`src/verilog/fetch_pkg.sv`:
```
`default_nettype none

package fetch_pkg;

  // memory line and instruction word geometry
  localparam int LINE_W         = 128;
  localparam int WORD_W         = 32;
  localparam int WORDS_PER_LINE = LINE_W / WORD_W;

  // rv32i encoding formats, FMT_BAD for unknown opcodes
  typedef enum logic [2:0] {
    FMT_R,
    FMT_I,
    FMT_S,
    FMT_B,
    FMT_U,
    FMT_J,
    FMT_BAD
  } insn_fmt_e;

  // register-register ops
  typedef struct packed {
    logic [6:0] funct7;
    logic [4:0] rs2;
    logic [4:0] rs1;
    logic [2:0] funct3;
    logic [4:0] rd;
    logic [6:0] opcode;
  } r_fmt_t;

  // immediates, loads, jalr, fence, system
  typedef struct packed {
    logic [11:0] imm_11_0;
    logic [4:0]  rs1;
    logic [2:0]  funct3;
    logic [4:0]  rd;
    logic [6:0]  opcode;
  } i_fmt_t;

  // stores
  typedef struct packed {
    logic [6:0] imm_11_5;
    logic [4:0] rs2;
    logic [4:0] rs1;
    logic [2:0] funct3;
    logic [4:0] imm_4_0;
    logic [6:0] opcode;
  } s_fmt_t;

  // branches, imm bit 0 implied zero
  typedef struct packed {
    logic       imm_12;
    logic [5:0] imm_10_5;
    logic [4:0] rs2;
    logic [4:0] rs1;
    logic [2:0] funct3;
    logic [3:0] imm_4_1;
    logic       imm_11;
    logic [6:0] opcode;
  } b_fmt_t;

  // lui / auipc
  typedef struct packed {
    logic [19:0] imm_31_12;
    logic [4:0]  rd;
    logic [6:0]  opcode;
  } u_fmt_t;

  // jal, scrambled 20 bit offset
  typedef struct packed {
    logic       imm_20;
    logic [9:0] imm_10_1;
    logic       imm_11;
    logic [7:0] imm_19_12;
    logic [4:0] rd;
    logic [6:0] opcode;
  } j_fmt_t;

  // one 32 bit word, six views
  typedef union packed {
    r_fmt_t r_fmt;
    i_fmt_t i_fmt;
    s_fmt_t s_fmt;
    b_fmt_t b_fmt;
    u_fmt_t u_fmt;
    j_fmt_t j_fmt;
  } insn_word_u;

  // decoder output beat
  typedef struct packed {
    logic [31:0] pc;
    logic [31:0] raw;
    insn_fmt_e   fmt;
    logic [6:0]  opcode;
    logic [4:0]  rd;
    logic [4:0]  rs1;
    logic [4:0]  rs2;
    logic [2:0]  funct3;
    logic [6:0]  funct7;
    logic [31:0] imm;
  } dec_insn_t;

  // mcycle / minstret pair
  typedef struct packed {
    logic [63:0] cycles;
    logic [63:0] instret;
  } perf_cnt_t;

endpackage

`default_nettype wire
```
`src/verilog/fetch_top.sv`:
```
`timescale 1ns/1ps
`default_nettype none

module fetch_top #(
  parameter logic [31:0] RESET_PC = 32'h0000_0000,
  parameter int          CREDITS  = 4,
  parameter int          ADDR_W   = 26
) (
  input  wire logic                         clk,
  input  wire logic                         rst,
  // avalon line port
  output      logic                         avl_read_req,
  output      logic [ADDR_W-1:0]            avl_addr,
  input  wire logic                         avl_ready,
  input  wire logic                         avl_rdata_valid,
  input  wire logic [fetch_pkg::LINE_W-1:0] avl_rdata,
  // decoded stream, credit flow control
  output      logic                         dec_valid,
  output      fetch_pkg::dec_insn_t         dec,
  input  wire logic                         credit_return,
  output      fetch_pkg::perf_cnt_t         perf
);

  import fetch_pkg::*;

  logic              line_load;
  logic [1:0]        word_sel;
  logic              issue;
  logic [WORD_W-1:0] word;
  logic [31:0]       word_pc;

  // request side, word pointer, credits
  fetch_ctrl #(
    .RESET_PC (RESET_PC),
    .CREDITS  (CREDITS),
    .ADDR_W   (ADDR_W)
  ) fetch_ctrl_i (
    .clk             (clk),
    .rst             (rst),
    .avl_ready       (avl_ready),
    .avl_rdata_valid (avl_rdata_valid),
    .credit_return   (credit_return),
    .avl_read_req    (avl_read_req),
    .avl_addr        (avl_addr),
    .line_load       (line_load),
    .word_sel        (word_sel),
    .issue           (issue)
  );

  // request address doubles as the captured line address
  line_buffer #(
    .ADDR_W (ADDR_W)
  ) line_buffer_i (
    .clk       (clk),
    .rst       (rst),
    .line_load (line_load),
    .avl_rdata (avl_rdata),
    .line_addr (avl_addr),
    .word_sel  (word_sel),
    .word      (word),
    .word_pc   (word_pc)
  );

  insn_decoder insn_decoder_i (
    .clk       (clk),
    .rst       (rst),
    .issue     (issue),
    .word      (word),
    .word_pc   (word_pc),
    .dec_valid (dec_valid),
    .dec       (dec)
  );

  perf_counters perf_counters_i (
    .clk       (clk),
    .rst       (rst),
    .dec_valid (dec_valid),
    .perf      (perf)
  );

endmodule

`default_nettype wire

```
`src/verilog/perf_counters.sv`:
```
`timescale 1ns/1ps
`default_nettype none

module perf_counters (
  input  wire logic             clk,
  input  wire logic             rst,
  input  wire logic             dec_valid,
  output      fetch_pkg::perf_cnt_t perf
);

  import fetch_pkg::*;

  // mcycle, free running once out of reset
  always_ff @(posedge clk)
  begin
    if (rst)
      perf.cycles <= '0;
    else
      perf.cycles <= perf.cycles + 64'd1;
  end

  // minstret, one per decoded beat
  // shows up the cycle after the beat
  always_ff @(posedge clk)
  begin
    if (rst)
      perf.instret <= '0;
    else if (dec_valid)
      perf.instret <= perf.instret + 64'd1;
  end

endmodule

`default_nettype wire

```
`src/verilog/insn_decoder.sv`:
```
`timescale 1ns/1ps
`default_nettype none

module insn_decoder (
  input  wire logic                         clk,
  input  wire logic                         rst,
  input  wire logic                         issue,
  input  wire logic [fetch_pkg::WORD_W-1:0] word,
  input  wire logic [31:0]                  word_pc,
  output      logic                         dec_valid,
  output      fetch_pkg::dec_insn_t         dec
);

  import fetch_pkg::*;

  // rv32i major opcodes
  localparam logic [6:0] OPC_LUI    = 7'b0110111;
  localparam logic [6:0] OPC_AUIPC  = 7'b0010111;
  localparam logic [6:0] OPC_JAL    = 7'b1101111;
  localparam logic [6:0] OPC_JALR   = 7'b1100111;
  localparam logic [6:0] OPC_BRANCH = 7'b1100011;
  localparam logic [6:0] OPC_LOAD   = 7'b0000011;
  localparam logic [6:0] OPC_STORE  = 7'b0100011;
  localparam logic [6:0] OPC_OP_IMM = 7'b0010011;
  localparam logic [6:0] OPC_OP     = 7'b0110011;
  localparam logic [6:0] OPC_FENCE  = 7'b0001111;
  localparam logic [6:0] OPC_SYSTEM = 7'b1110011;

  insn_word_u iw;
  insn_fmt_e  fmt;
  logic [31:0] imm;

  assign iw = word;

  // format from opcode only
  always_comb
  begin
    case (iw.r_fmt.opcode)
      OPC_LUI, OPC_AUIPC:
        fmt = FMT_U;
      OPC_JAL:
        fmt = FMT_J;
      OPC_JALR, OPC_LOAD, OPC_OP_IMM, OPC_FENCE, OPC_SYSTEM:
        fmt = FMT_I;
      OPC_STORE:
        fmt = FMT_S;
      OPC_BRANCH:
        fmt = FMT_B;
      OPC_OP:
        fmt = FMT_R;
      default:
        fmt = FMT_BAD;
    endcase
  end

  // immediate per format, sign always from word bit 31
  always_comb
  begin
    case (fmt)
      FMT_I:
        imm = {{20{iw.i_fmt.imm_11_0[11]}}, iw.i_fmt.imm_11_0};
      FMT_S:
        imm = {{20{iw.s_fmt.imm_11_5[6]}}, iw.s_fmt.imm_11_5, iw.s_fmt.imm_4_0};
      FMT_B:
        imm = {{19{iw.b_fmt.imm_12}}, iw.b_fmt.imm_12, iw.b_fmt.imm_11,
               iw.b_fmt.imm_10_5, iw.b_fmt.imm_4_1, 1'b0};
      // upper 20 bits, low 12 zero
      FMT_U:
        imm = {iw.u_fmt.imm_31_12, 12'h000};
      FMT_J:
        imm = {{11{iw.j_fmt.imm_20}}, iw.j_fmt.imm_20, iw.j_fmt.imm_19_12,
               iw.j_fmt.imm_11, iw.j_fmt.imm_10_1, 1'b0};
      // R and bad carry no immediate
      default:
        imm = '0;
    endcase
  end

  // valid flag
  always_ff @(posedge clk)
  begin
    if (rst)
      dec_valid <= 1'b0;
    else
      dec_valid <= issue;
  end

  // payload, loaded only on issue
  always_ff @(posedge clk)
  begin
    if (issue)
    begin
      dec.pc     <= word_pc;
      dec.raw    <= word;
      dec.fmt    <= fmt;
      dec.opcode <= iw.r_fmt.opcode;
      // register and funct fields straight from the bits
      dec.rd     <= iw.r_fmt.rd;
      dec.rs1    <= iw.r_fmt.rs1;
      dec.rs2    <= iw.r_fmt.rs2;
      dec.funct3 <= iw.r_fmt.funct3;
      dec.funct7 <= iw.r_fmt.funct7;
      dec.imm    <= imm;
    end
  end

endmodule

`default_nettype wire

```
`src/verilog/line_buffer.sv`:
```
`timescale 1ns/1ps
`default_nettype none

module line_buffer #(
  parameter int ADDR_W = 26
) (
  input  wire logic                        clk,
  input  wire logic                        rst,
  input  wire logic                        line_load,
  input  wire logic [fetch_pkg::LINE_W-1:0] avl_rdata,
  input  wire logic [ADDR_W-1:0]           line_addr,
  input  wire logic [1:0]                  word_sel,
  output      logic [fetch_pkg::WORD_W-1:0] word,
  output      logic [31:0]                 word_pc
);

  import fetch_pkg::*;

  // line held as words, word 0 in the low bits
  logic [WORDS_PER_LINE-1:0][WORD_W-1:0] line_q;
  logic [ADDR_W-1:0]                     addr_q;

  // data array
  always_ff @(posedge clk)
  begin
    if (line_load)
      line_q <= avl_rdata;
  end

  // line address follows the data
  always_ff @(posedge clk)
  begin
    if (rst)
      addr_q <= '0;
    else if (line_load)
      addr_q <= line_addr;
  end

  // current word
  assign word = line_q[word_sel];

  // byte pc = line, word index, 2 zero bits
  assign word_pc = 32'({addr_q, word_sel, 2'b00});

endmodule

`default_nettype wire

```
`src/verilog/fetch_ctrl.sv`:
```
`timescale 1ns/1ps
`default_nettype none

module fetch_ctrl #(
  parameter logic [31:0] RESET_PC = 32'h0000_0000,
  parameter int          CREDITS  = 4,
  parameter int          ADDR_W   = 26
) (
  input  wire logic              clk,
  input  wire logic              rst,
  input  wire logic              avl_ready,
  input  wire logic              avl_rdata_valid,
  input  wire logic              credit_return,
  output      logic              avl_read_req,
  output      logic [ADDR_W-1:0] avl_addr,
  output      logic              line_load,
  output      logic [1:0]        word_sel,
  output      logic              issue
);

  import fetch_pkg::*;

  // wide enough to hold CREDITS itself
  localparam int CNT_W = $clog2(CREDITS + 1);

  typedef enum logic [1:0] {
    REQ,
    WAIT,
    ISSUE
  } state_e;

  state_e           state;
  logic [CNT_W-1:0] credit_cnt;
  logic             last_word;

  // line arrives only while waiting for it
  assign line_load = (state == WAIT) && avl_rdata_valid;

  // one word per cycle while a credit is free
  assign issue = (state == ISSUE) && (credit_cnt != '0);

  assign last_word = (word_sel == 2'(WORDS_PER_LINE - 1));

  // request, line address and word pointer
  always_ff @(posedge clk)
  begin
    if (rst)
    begin
      state        <= REQ;
      avl_read_req <= 1'b0;
      // boot line, byte address over 16
      avl_addr     <= ADDR_W'(RESET_PC >> 4);
      word_sel     <= '0;
    end
    else
    begin
      case (state)
        REQ:
        begin
          // hold req and addr until the port takes it
          if (avl_read_req && avl_ready)
          begin
            avl_read_req <= 1'b0;
            state        <= WAIT;
          end
          else
            avl_read_req <= 1'b1;
        end
        WAIT:
        begin
          if (avl_rdata_valid)
          begin
            word_sel <= '0;
            state    <= ISSUE;
          end
        end
        ISSUE:
        begin
          if (issue)
          begin
            word_sel <= word_sel + 2'd1;
            // last word out, next sequential line
            if (last_word)
            begin
              avl_addr     <= avl_addr + ADDR_W'(1);
              avl_read_req <= 1'b1;
              state        <= REQ;
            end
          end
        end
        default:
          state <= REQ;
      endcase
    end
  end

  // credit pool, spend and return in the same cycle cancel
  always_ff @(posedge clk)
  begin
    if (rst)
      credit_cnt <= CNT_W'(CREDITS);
    else if (issue && !credit_return)
      credit_cnt <= credit_cnt - CNT_W'(1);
    else if (!issue && credit_return)
      credit_cnt <= credit_cnt + CNT_W'(1);
  end

endmodule

`default_nettype wire

```
`config.mk`:
```
export PLATFORM = sky130hd
export DESIGN_NAME = fetch_top
export DESIGN_NICKNAME = d
export VERILOG_FILES = /design/src/verilog/fetch_pkg.sv /design/src/verilog/fetch_top.sv /design/src/verilog/perf_counters.sv /design/src/verilog/insn_decoder.sv /design/src/verilog/line_buffer.sv /design/src/verilog/fetch_ctrl.sv
export SDC_FILE = /design/constraint.sdc
export NUM_CORES = 1
export LEC_CHECK = 0
export BUFFER_PORTS_ARGS = -buffer_cell sky130_fd_sc_hd__buf_2
export CORE_MARGIN = 4
export CORE_UTILIZATION = 48
export CTS_BUF_LIST = sky130_fd_sc_hd__clkbuf_2
export CTS_CLUSTER_DIAMETER = 200
export DETAILED_ROUTE_END_ITERATION = 6
export PLACE_DENSITY = 0.72
export SYNTH_ARGS = -nofsm -noshare
export SYNTH_HDL_FRONTEND = slang
export SYNTH_SLANG_ARGS = --single-unit
```
`constraint.sdc`:
```
create_clock -name clk -period 8.04 [get_ports clk]
set_input_delay 1.206 -clock clk [delete_from_list [all_inputs] [get_ports clk]]
set_output_delay 1.206 -clock clk [all_outputs]
set_load 0.05 [all_outputs]
```
==> results of run 1 <==
[state kept, by name, summed over array words and instances, names as in the netlist]
name / flops
fetch_ctrl_i.state: 2
fetch_ctrl_i.avl_read_req: 1
perf_counters_i.perf: 128
line_buffer_i.line_q: 128
fetch_ctrl_i.avl_addr: 26
line_buffer_i.addr_q: 26
insn_decoder_i.dec: 95
insn_decoder_i.dec_valid: 1
fetch_ctrl_i.credit_cnt: 3
fetch_ctrl_i.word_sel: 2
[per-layer routing]
metal / part of all wire / global-route usage / wire, um / vias to the layer above
li1: - / - / - / 6228
met1: 0.38 / 0.266 / 17300 / 6283
met2: 0.50 / 0.383 / 22400 / 510
met3: 0.10 / 0.0860 / 4550 / 65
met4: 0.020 / 0.0703 / 906 / 4
met5: 0.00038 / 0 / 17 / -
[power breakdown]
group | leakage, uW | switching [uW] | internal (uW)
registers | 0.00356 | 13.8 | 2250
clock network | 0.000713 | 861 | 539
logic | 0.00334 | 147 | 61.3
[stage by stage]
step           total power [uW]  worst slack (ps)  cell area, um2  utilization  cells
6_report                   3870              4380           20100        0.578   2400
5_1_grt                    4050              3980           20100        0.578   2399
4_1_cts                    3920              4320           20100        0.578   2398
3_5_place_dp               2520              4120           19100        0.550   2206
3_3_place_gp               2520              4190           19100        0.550   2206
2_1_floorplan              2450              2180           17000            -   1436
[kinds of logic after synthesis]
| group | count (synthesis) | synth area share |
|---|---|---|
| simple gates | 531 | 0.168 |
| compound gates | 231 | 0.0825 |
| buf+inv | 141 | 0.0408 |
| fa+ha+maj | 6 | 0.00488 |
| flops | 412 | 0.619 |
| mux | 42 | 0.0490 |
| xor+xnor | 69 | 0.0357 |
| other cells | 1 | 0.000221 |
[cell type report]
cell class | instances | area share
tap | 455 | 0.0284
sequential | 412 | 0.523
multi-input combinational | 883 | 0.288
antenna | 2 | 0.000250
inverter | 37 | 0.00730
timing repair buffer | 419 | 0.105
clock buffer | 147 | 0.0367
clock inverter | 45 | 0.0114
[cells in the final DEF, fill, tap and decap left out, types with 5 or more instances in the layout]
master,Yosys,routed
buf_2,10,414
edfxtp_1,223,223
dfxtp_1,189,187
clkbuf_2,0,147
nand2_1,119,119
a21oi_1,112,112
nor2_1,95,95
nand3_1,62,62
xnor2_1,53,53
or4_1,49,49
o31ai_1,43,43
inv_1,36,35
mux4_2,32,32
clkinv_1,1,32
nand4_1,31,31
o21ai_0,29,29
nor3_1,29,29
nor4_1,28,28
or3_1,27,27
a21o_1,24,24
xor2_1,16,16
and4_1,15,15
and3_1,15,15
and2_1,14,14
nor2b_1,10,10
or2_2,8,8
mux2_2,7,7
nand2b_1,6,6
ha_1,5,5
clkinv_2,0,5
[worst register-to-register path, delay by kind of cell, from the launching register on]
kind	cells	cell delay, ps
fa+ha+maj	1	400
compound gates	2	280
flops	1	1000
simple gates	2	1820
[worst max path at each step]
stage | slack, ps | end | start | cells after the start
finish | 4380 | fetch_ctrl_i.avl_addr[18] | fetch_ctrl_i.word_sel[1] | 5
global route | 3980 | fetch_ctrl_i.avl_addr[18] | fetch_ctrl_i.word_sel[1] | 5
CTS | 4320 | fetch_ctrl_i.avl_addr[20] | fetch_ctrl_i.word_sel[1] | 5
detailed placement | 4120 | line_buffer_i.line_q[110] | avl_rdata_valid | 5
global placement | 4190 | line_buffer_i.line_q[27] | avl_rdata_valid | 5
floorplan | 2180 | line_buffer_i.line_q[0] | avl_rdata_valid | 4
==> results_dict.tcl, run 1 <==
set metrics [dict create \
    cp-end-kind "flip-flop" \
    report.final.slew_viol_count 0 \
    ys_top_cells_by_area "edfxtp_1 (40%), dfxtp_1 (22%), mux4_2 (4.3%), a21oi_1 (3.3%), xnor2_1 (2.7%)" \
    reg2reg_slack_ps 4380 \
    clock_sinks 412 \
    worstHoldEndpoint "line_buffer_i.line_q[121]" \
    slowest_delay_ps 1140 \
    drc_errors 0 \
    synthDistinctLibCells 65 \
    multiInputGateArea_mm2 0.00578 \
    synth_area_leader_cell "edfxtp_1" \
    fp.dieArea_mm2 0.0384 \
    drt_first_pass_iters 5 \
    nFillCells 2984 \
    avgSynthCellArea_um2 11.8 \
    yosys-top-cells-count "edfxtp_1 (223), dfxtp_1 (189), nand2_1 (119)" \
    power.static_leakage_uw 0.00761 \
    power_density_mw_per_mm2 193 \
    core_mm2 0.0347 \
    io-pin-count 420 \
    crit_path_start_kind "flip-flop" \
    antenna_found_initial 3 \
    tns_ps 0 \
    ctsLongestPathBuffers 3 \
    numCtsBuffers 104 \
    max_freq_mhz 273 \
    synth_top_area_frac 0.395 \
    ir_worst_vdd_uv 120 \
    setup_viol 0 \
    cts-hold-fix-buffers 0 \
    finalHoldViolations 0 \
    wl_per_cell_um 18.8 \
    tritoncts "built" \
    synth-seq-area-share 0.619 \
    whs_ps 375 \
    ys_ff_latch 412 \
    worst_pin_slew_ps 1250 \
    required_ps 8830 \
    hpwl_mm 31.7 \
    seq_area_mm2 0.0105 \
    grt_overflow 0 \
    layout-drive-gt1-share 0.332 \
    drtIter0Drc 712 \
    synth_ff_type "edfxtp_1" \
    slowest_stage "nor4_1" \
    hold_start "avl_rdata[121]" \
    synth_edf_count 223 \
    crit_arrival_ps 4460 \
    vias 13100 \
    fin_nets 1996 \
    path_max_fanout 35 \
    slew_headroom 0.164 \
    drv_cap 0 \
    path_class "flip-flop to flip-flop" \
    die_h_um 196 \
    grt_pass1_vias 12900 \
    postCtsSetupBuffers 0 \
    cpLargestDelayFamily "simple AND/OR/NAND/NOR gates" \
    grt_setup_unrepaired "no" \
    post_cts_resized 0 \
    die_w_um 196 \
    finalCritPeriodShare 0.456 \
    wirelength_mm 45.1 \
    rows 68 \
    clk_pin_slew_worst_paths_ps 110 \
    synthCells 1433 \
    final_antenna_net_count 0 \
    fin_skew_ps 89.8 \
    reg2reg_from "fetch_ctrl_i.word_sel[1]" \
    holdPathStages 1 \
    vias_per_cell 5.45 \
    critPathBufInv 0 \
    async_reset_ff_frac 0 \
    reg2reg_to "fetch_ctrl_i.avl_addr[18]" \
    clock-root-buffer "clkbuf_2" \
    synth_most_common_cell "edfxtp_1" \
    insertion_delay_ps 1000 \
    initial_core_util 0.488 \
    globalplace.congestion 0.875 \
    reg2reg_depth 5 \
    status "finished, final reports clean" \
    h-tree-depth 3 \
    path_cells "ha_1 > nand4_1 > nor4_1 > a21o_1 > a21oi_1" \
    ys_warn_count 0 \
    netlist_area_mm2 0.0169 \
    areaGrowthSynthToFinish_pct 18.4 \
    hold_class "input pin to flip-flop" \
    io_buffer_count 415 \
    grt_usage 0.225 \
    grt_max_degree 104 \
    fin_crit_ps 3660 \
    grt_pass1_wl_mm 69.3 \
]
(Power assumes the default switching activity.)
==> inputs of run 2 (changes only) <==
--- a/config.mk
+++ b/config.mk
@@ -11,7 +11,7 @@
 export CTS_BUF_LIST = sky130_fd_sc_hd__clkbuf_2
 export CTS_CLUSTER_DIAMETER = 200
 export DETAILED_ROUTE_END_ITERATION = 6
-export PLACE_DENSITY = 0.72
+export PLACE_DENSITY = 0.75
 export SYNTH_ARGS = -nofsm -noshare
 export SYNTH_HDL_FRONTEND = slang
 export SYNTH_SLANG_ARGS = --single-unit
==> constraint.sdc (replaced) <==
create_clock -name clk -period 3 [get_ports clk]
set_input_delay 0.45 -clock clk [delete_from_list [all_inputs] [get_ports clk]]
set_output_delay 0.45 -clock clk [all_outputs]
set_load 0.05 [all_outputs]
==> run 2 against run 1 <==
Core utilization up 4.7 points. Final cell count up 6.5%. Sequential power increased to 2.7 times the previous value. Clock skew fell by 17 ps. Critical endpoint is now insn_decoder_i.dec[20]. Largest power group unchanged. Clock power rose to 2.9 times the previous value. Sequential share of layout area is 3.9 points lower. Combinational power grew to 3.6 times the previous value. Register-to-register slack worse by 4100 ps. Final area is 8.2% higher. Via count rose by 9.8%. Maximum frequency increased by 34%.
==> results_dict.tcl, run 2 (same netlist as run 1, synthesis figures left out) <==
set metrics [dict create \
    setup_viol 0 \
    h-tree-depth 3 \
    grt_max_degree 101 \
    postPlaceCellArea_mm2 0.0194 \
    drv_cap 0 \
    finalHoldViolations 0 \
    ctsLongestPathBuffers 3 \
    antenna_found_initial 3 \
    nFillCells 2692 \
    whs_ps 146 \
    grt_overflow 0 \
    grt_pass1_wl_mm 78.8 \
    core_mm2 0.0347 \
    status "finished, final reports clean" \
    wirelength_mm 51.4 \
    fin_skew_ps 73.2 \
    grt_usage 0.257 \
    numCtsBuffers 103 \
    fin_nets 2154 \
    wl_per_cell_um 20.1 \
    netSwitchingFraction 0.262 \
    finalInstanceArea_mm2 0.0217 \
    initial_core_util 0.488 \
    grt_setup_unrepaired "no" \
    tns_ps 0 \
    clk_pin_slew_worst_paths_ps 110 \
    areaGrowthSynthToFinish_pct 28.1 \
    seq_area_mm2 0.0105 \
    final_antenna_net_count 0 \
    fp.dieArea_mm2 0.0384 \
    rows 68 \
    insertion_delay_ps 1030 \
    required_ps 3750 \
    clock-root-buffer "clkbuf_2" \
    power.share.clock 0.370 \
    final_cell_mix "buf_2 (414), edfxtp_1 (223), dfxtp_1 (186)" \
    layout_commonest_cell "buf_2" \
    fin_ws_ps 267 \
    reg_top3 "line_buffer_i.line_q: 128 flops, perf_counters_i.perf: 128 flops, insn_decoder_i.dec: 95 flops" \
    seqPwrFrac 0.561 \
    die_w_um 196 \
    ir_worst_vdd_uv 365 \
    multiInputGateArea_mm2 0.00580 \
    layout-drive-gt1-share 0.325 \
    place_ws_ps 361 \
    power_density_mw_per_mm2 499 \
    drt_first_pass_iters 5 \
    finalCritPeriodShare 0.911 \
    post_cts_resized 0 \
    p_sw_uw 2840 \
    slew_headroom 0.481 \
    crit_path_start_kind "flip-flop" \
    crit_arrival_ps 3480 \
    report.final.slew_viol_count 0 \
    io-pin-count 420 \
    clock_sinks 412 \
    drc_errors 0 \
    vias 14400 \
    worst_pin_slew_ps 773 \
    max_freq_mhz 366 \
    drtIter0Drc 969 \
    cp-end-kind "flip-flop" \
    power_uw 10800 \
    power.static_leakage_uw 0.00835 \
    die_h_um 196 \
    p_int_uw 7980 \
    vias_per_cell 5.62 \
    globalplace.congestion 0.897 \
    io_buffer_count 415 \
    grt_pass1_vias 13900 \
    hpwl_mm 33.7 \
    path_max_fanout 16 \
    comb_power_share 0.069 \
    tritoncts "built" \
    path_class "flip-flop to flip-flop" \
    reg2reg_slack_ps 270 \
    fin_crit_ps 2730 \
    hold_class "input pin to flip-flop" \
]
run 2: cell count changes in the layout (fill, tap and decap cells not counted), moves of 2 or more:
cell           delta
bufinv_16         +2
clkbuf_2         +11
clkinv_1         -11
buf_4            +22
dlygate4sd3_1   +133
buf_12            +4
inv_6             -3
run 2: metrics by stage:
step	utilization	cells
after floorplan	-	1436
after CTS	0.625	2554
final	0.625	2557
after global placement	0.558	2232
after detailed placement	0.558	2232
after global routing	0.625	2557
run 2: power groups by stage:
| stage | Clock, uW | Sequential, uW | Combinational [uW] |
|---|---|---|---|
| floorplan | 0 | 6300 | 267 |
| global placement | 0 | 6190 | 573 |
| detailed placement | 0 | 6190 | 583 |
| CTS | 4020 | 6070 | 731 |
| global route | 4420 | 6080 | 787 |
| finish | 4000 | 6070 | 751 |
run 2: final timing paths:
kind                                 start                       end  cells after the start
setup / recovery  fetch_ctrl_i.word_sel[0]    insn_decoder_i.dec[20]                      6
hold / removal               avl_rdata[58]  line_buffer_i.line_q[58]                      2
setup reg to reg  fetch_ctrl_i.word_sel[0]    insn_decoder_i.dec[20]                      6
hold reg to reg   line_buffer_i.addr_q[19]   insn_decoder_i.dec[122]                      0
run 2: layout make-up:
class	instances	share of cell area
flip-flops and latches	412	0.483
repair buffers	578	0.170
multi-input cells	883	0.267
inverters	37	0.00681
well taps	455	0.0262
diodes	3	0.000346
clock buffers	158	0.0365
clock inverters	31	0.00963
run 2: critical path, cell delays in order, from the launching register on:
cell,delay [ps]
dfxtp_2,520
buf_4,230
mux4_2,690
xnor2_1,310
o211ai_1,210
mux2_1,350
a21o_1,170
run 2: timing repair:
| item | in CTS | in global routing |
|---|---|---|
| setup buffers | 0 | 0 |
| hold endpoints to repair | 251 | 0 |
| hold buffers | 133 | 0 |
| setup endpoints to repair | 0 | 0 |
run 2: routing by layer:
metal	vias to the layer above	part of all wire	track usage
li1	6519	-	-
met1	6915	0.37	0.307
met2	824	0.49	0.439
met3	117	0.11	0.0826
met4	0	0.034	0.0934
met5	-	0	0
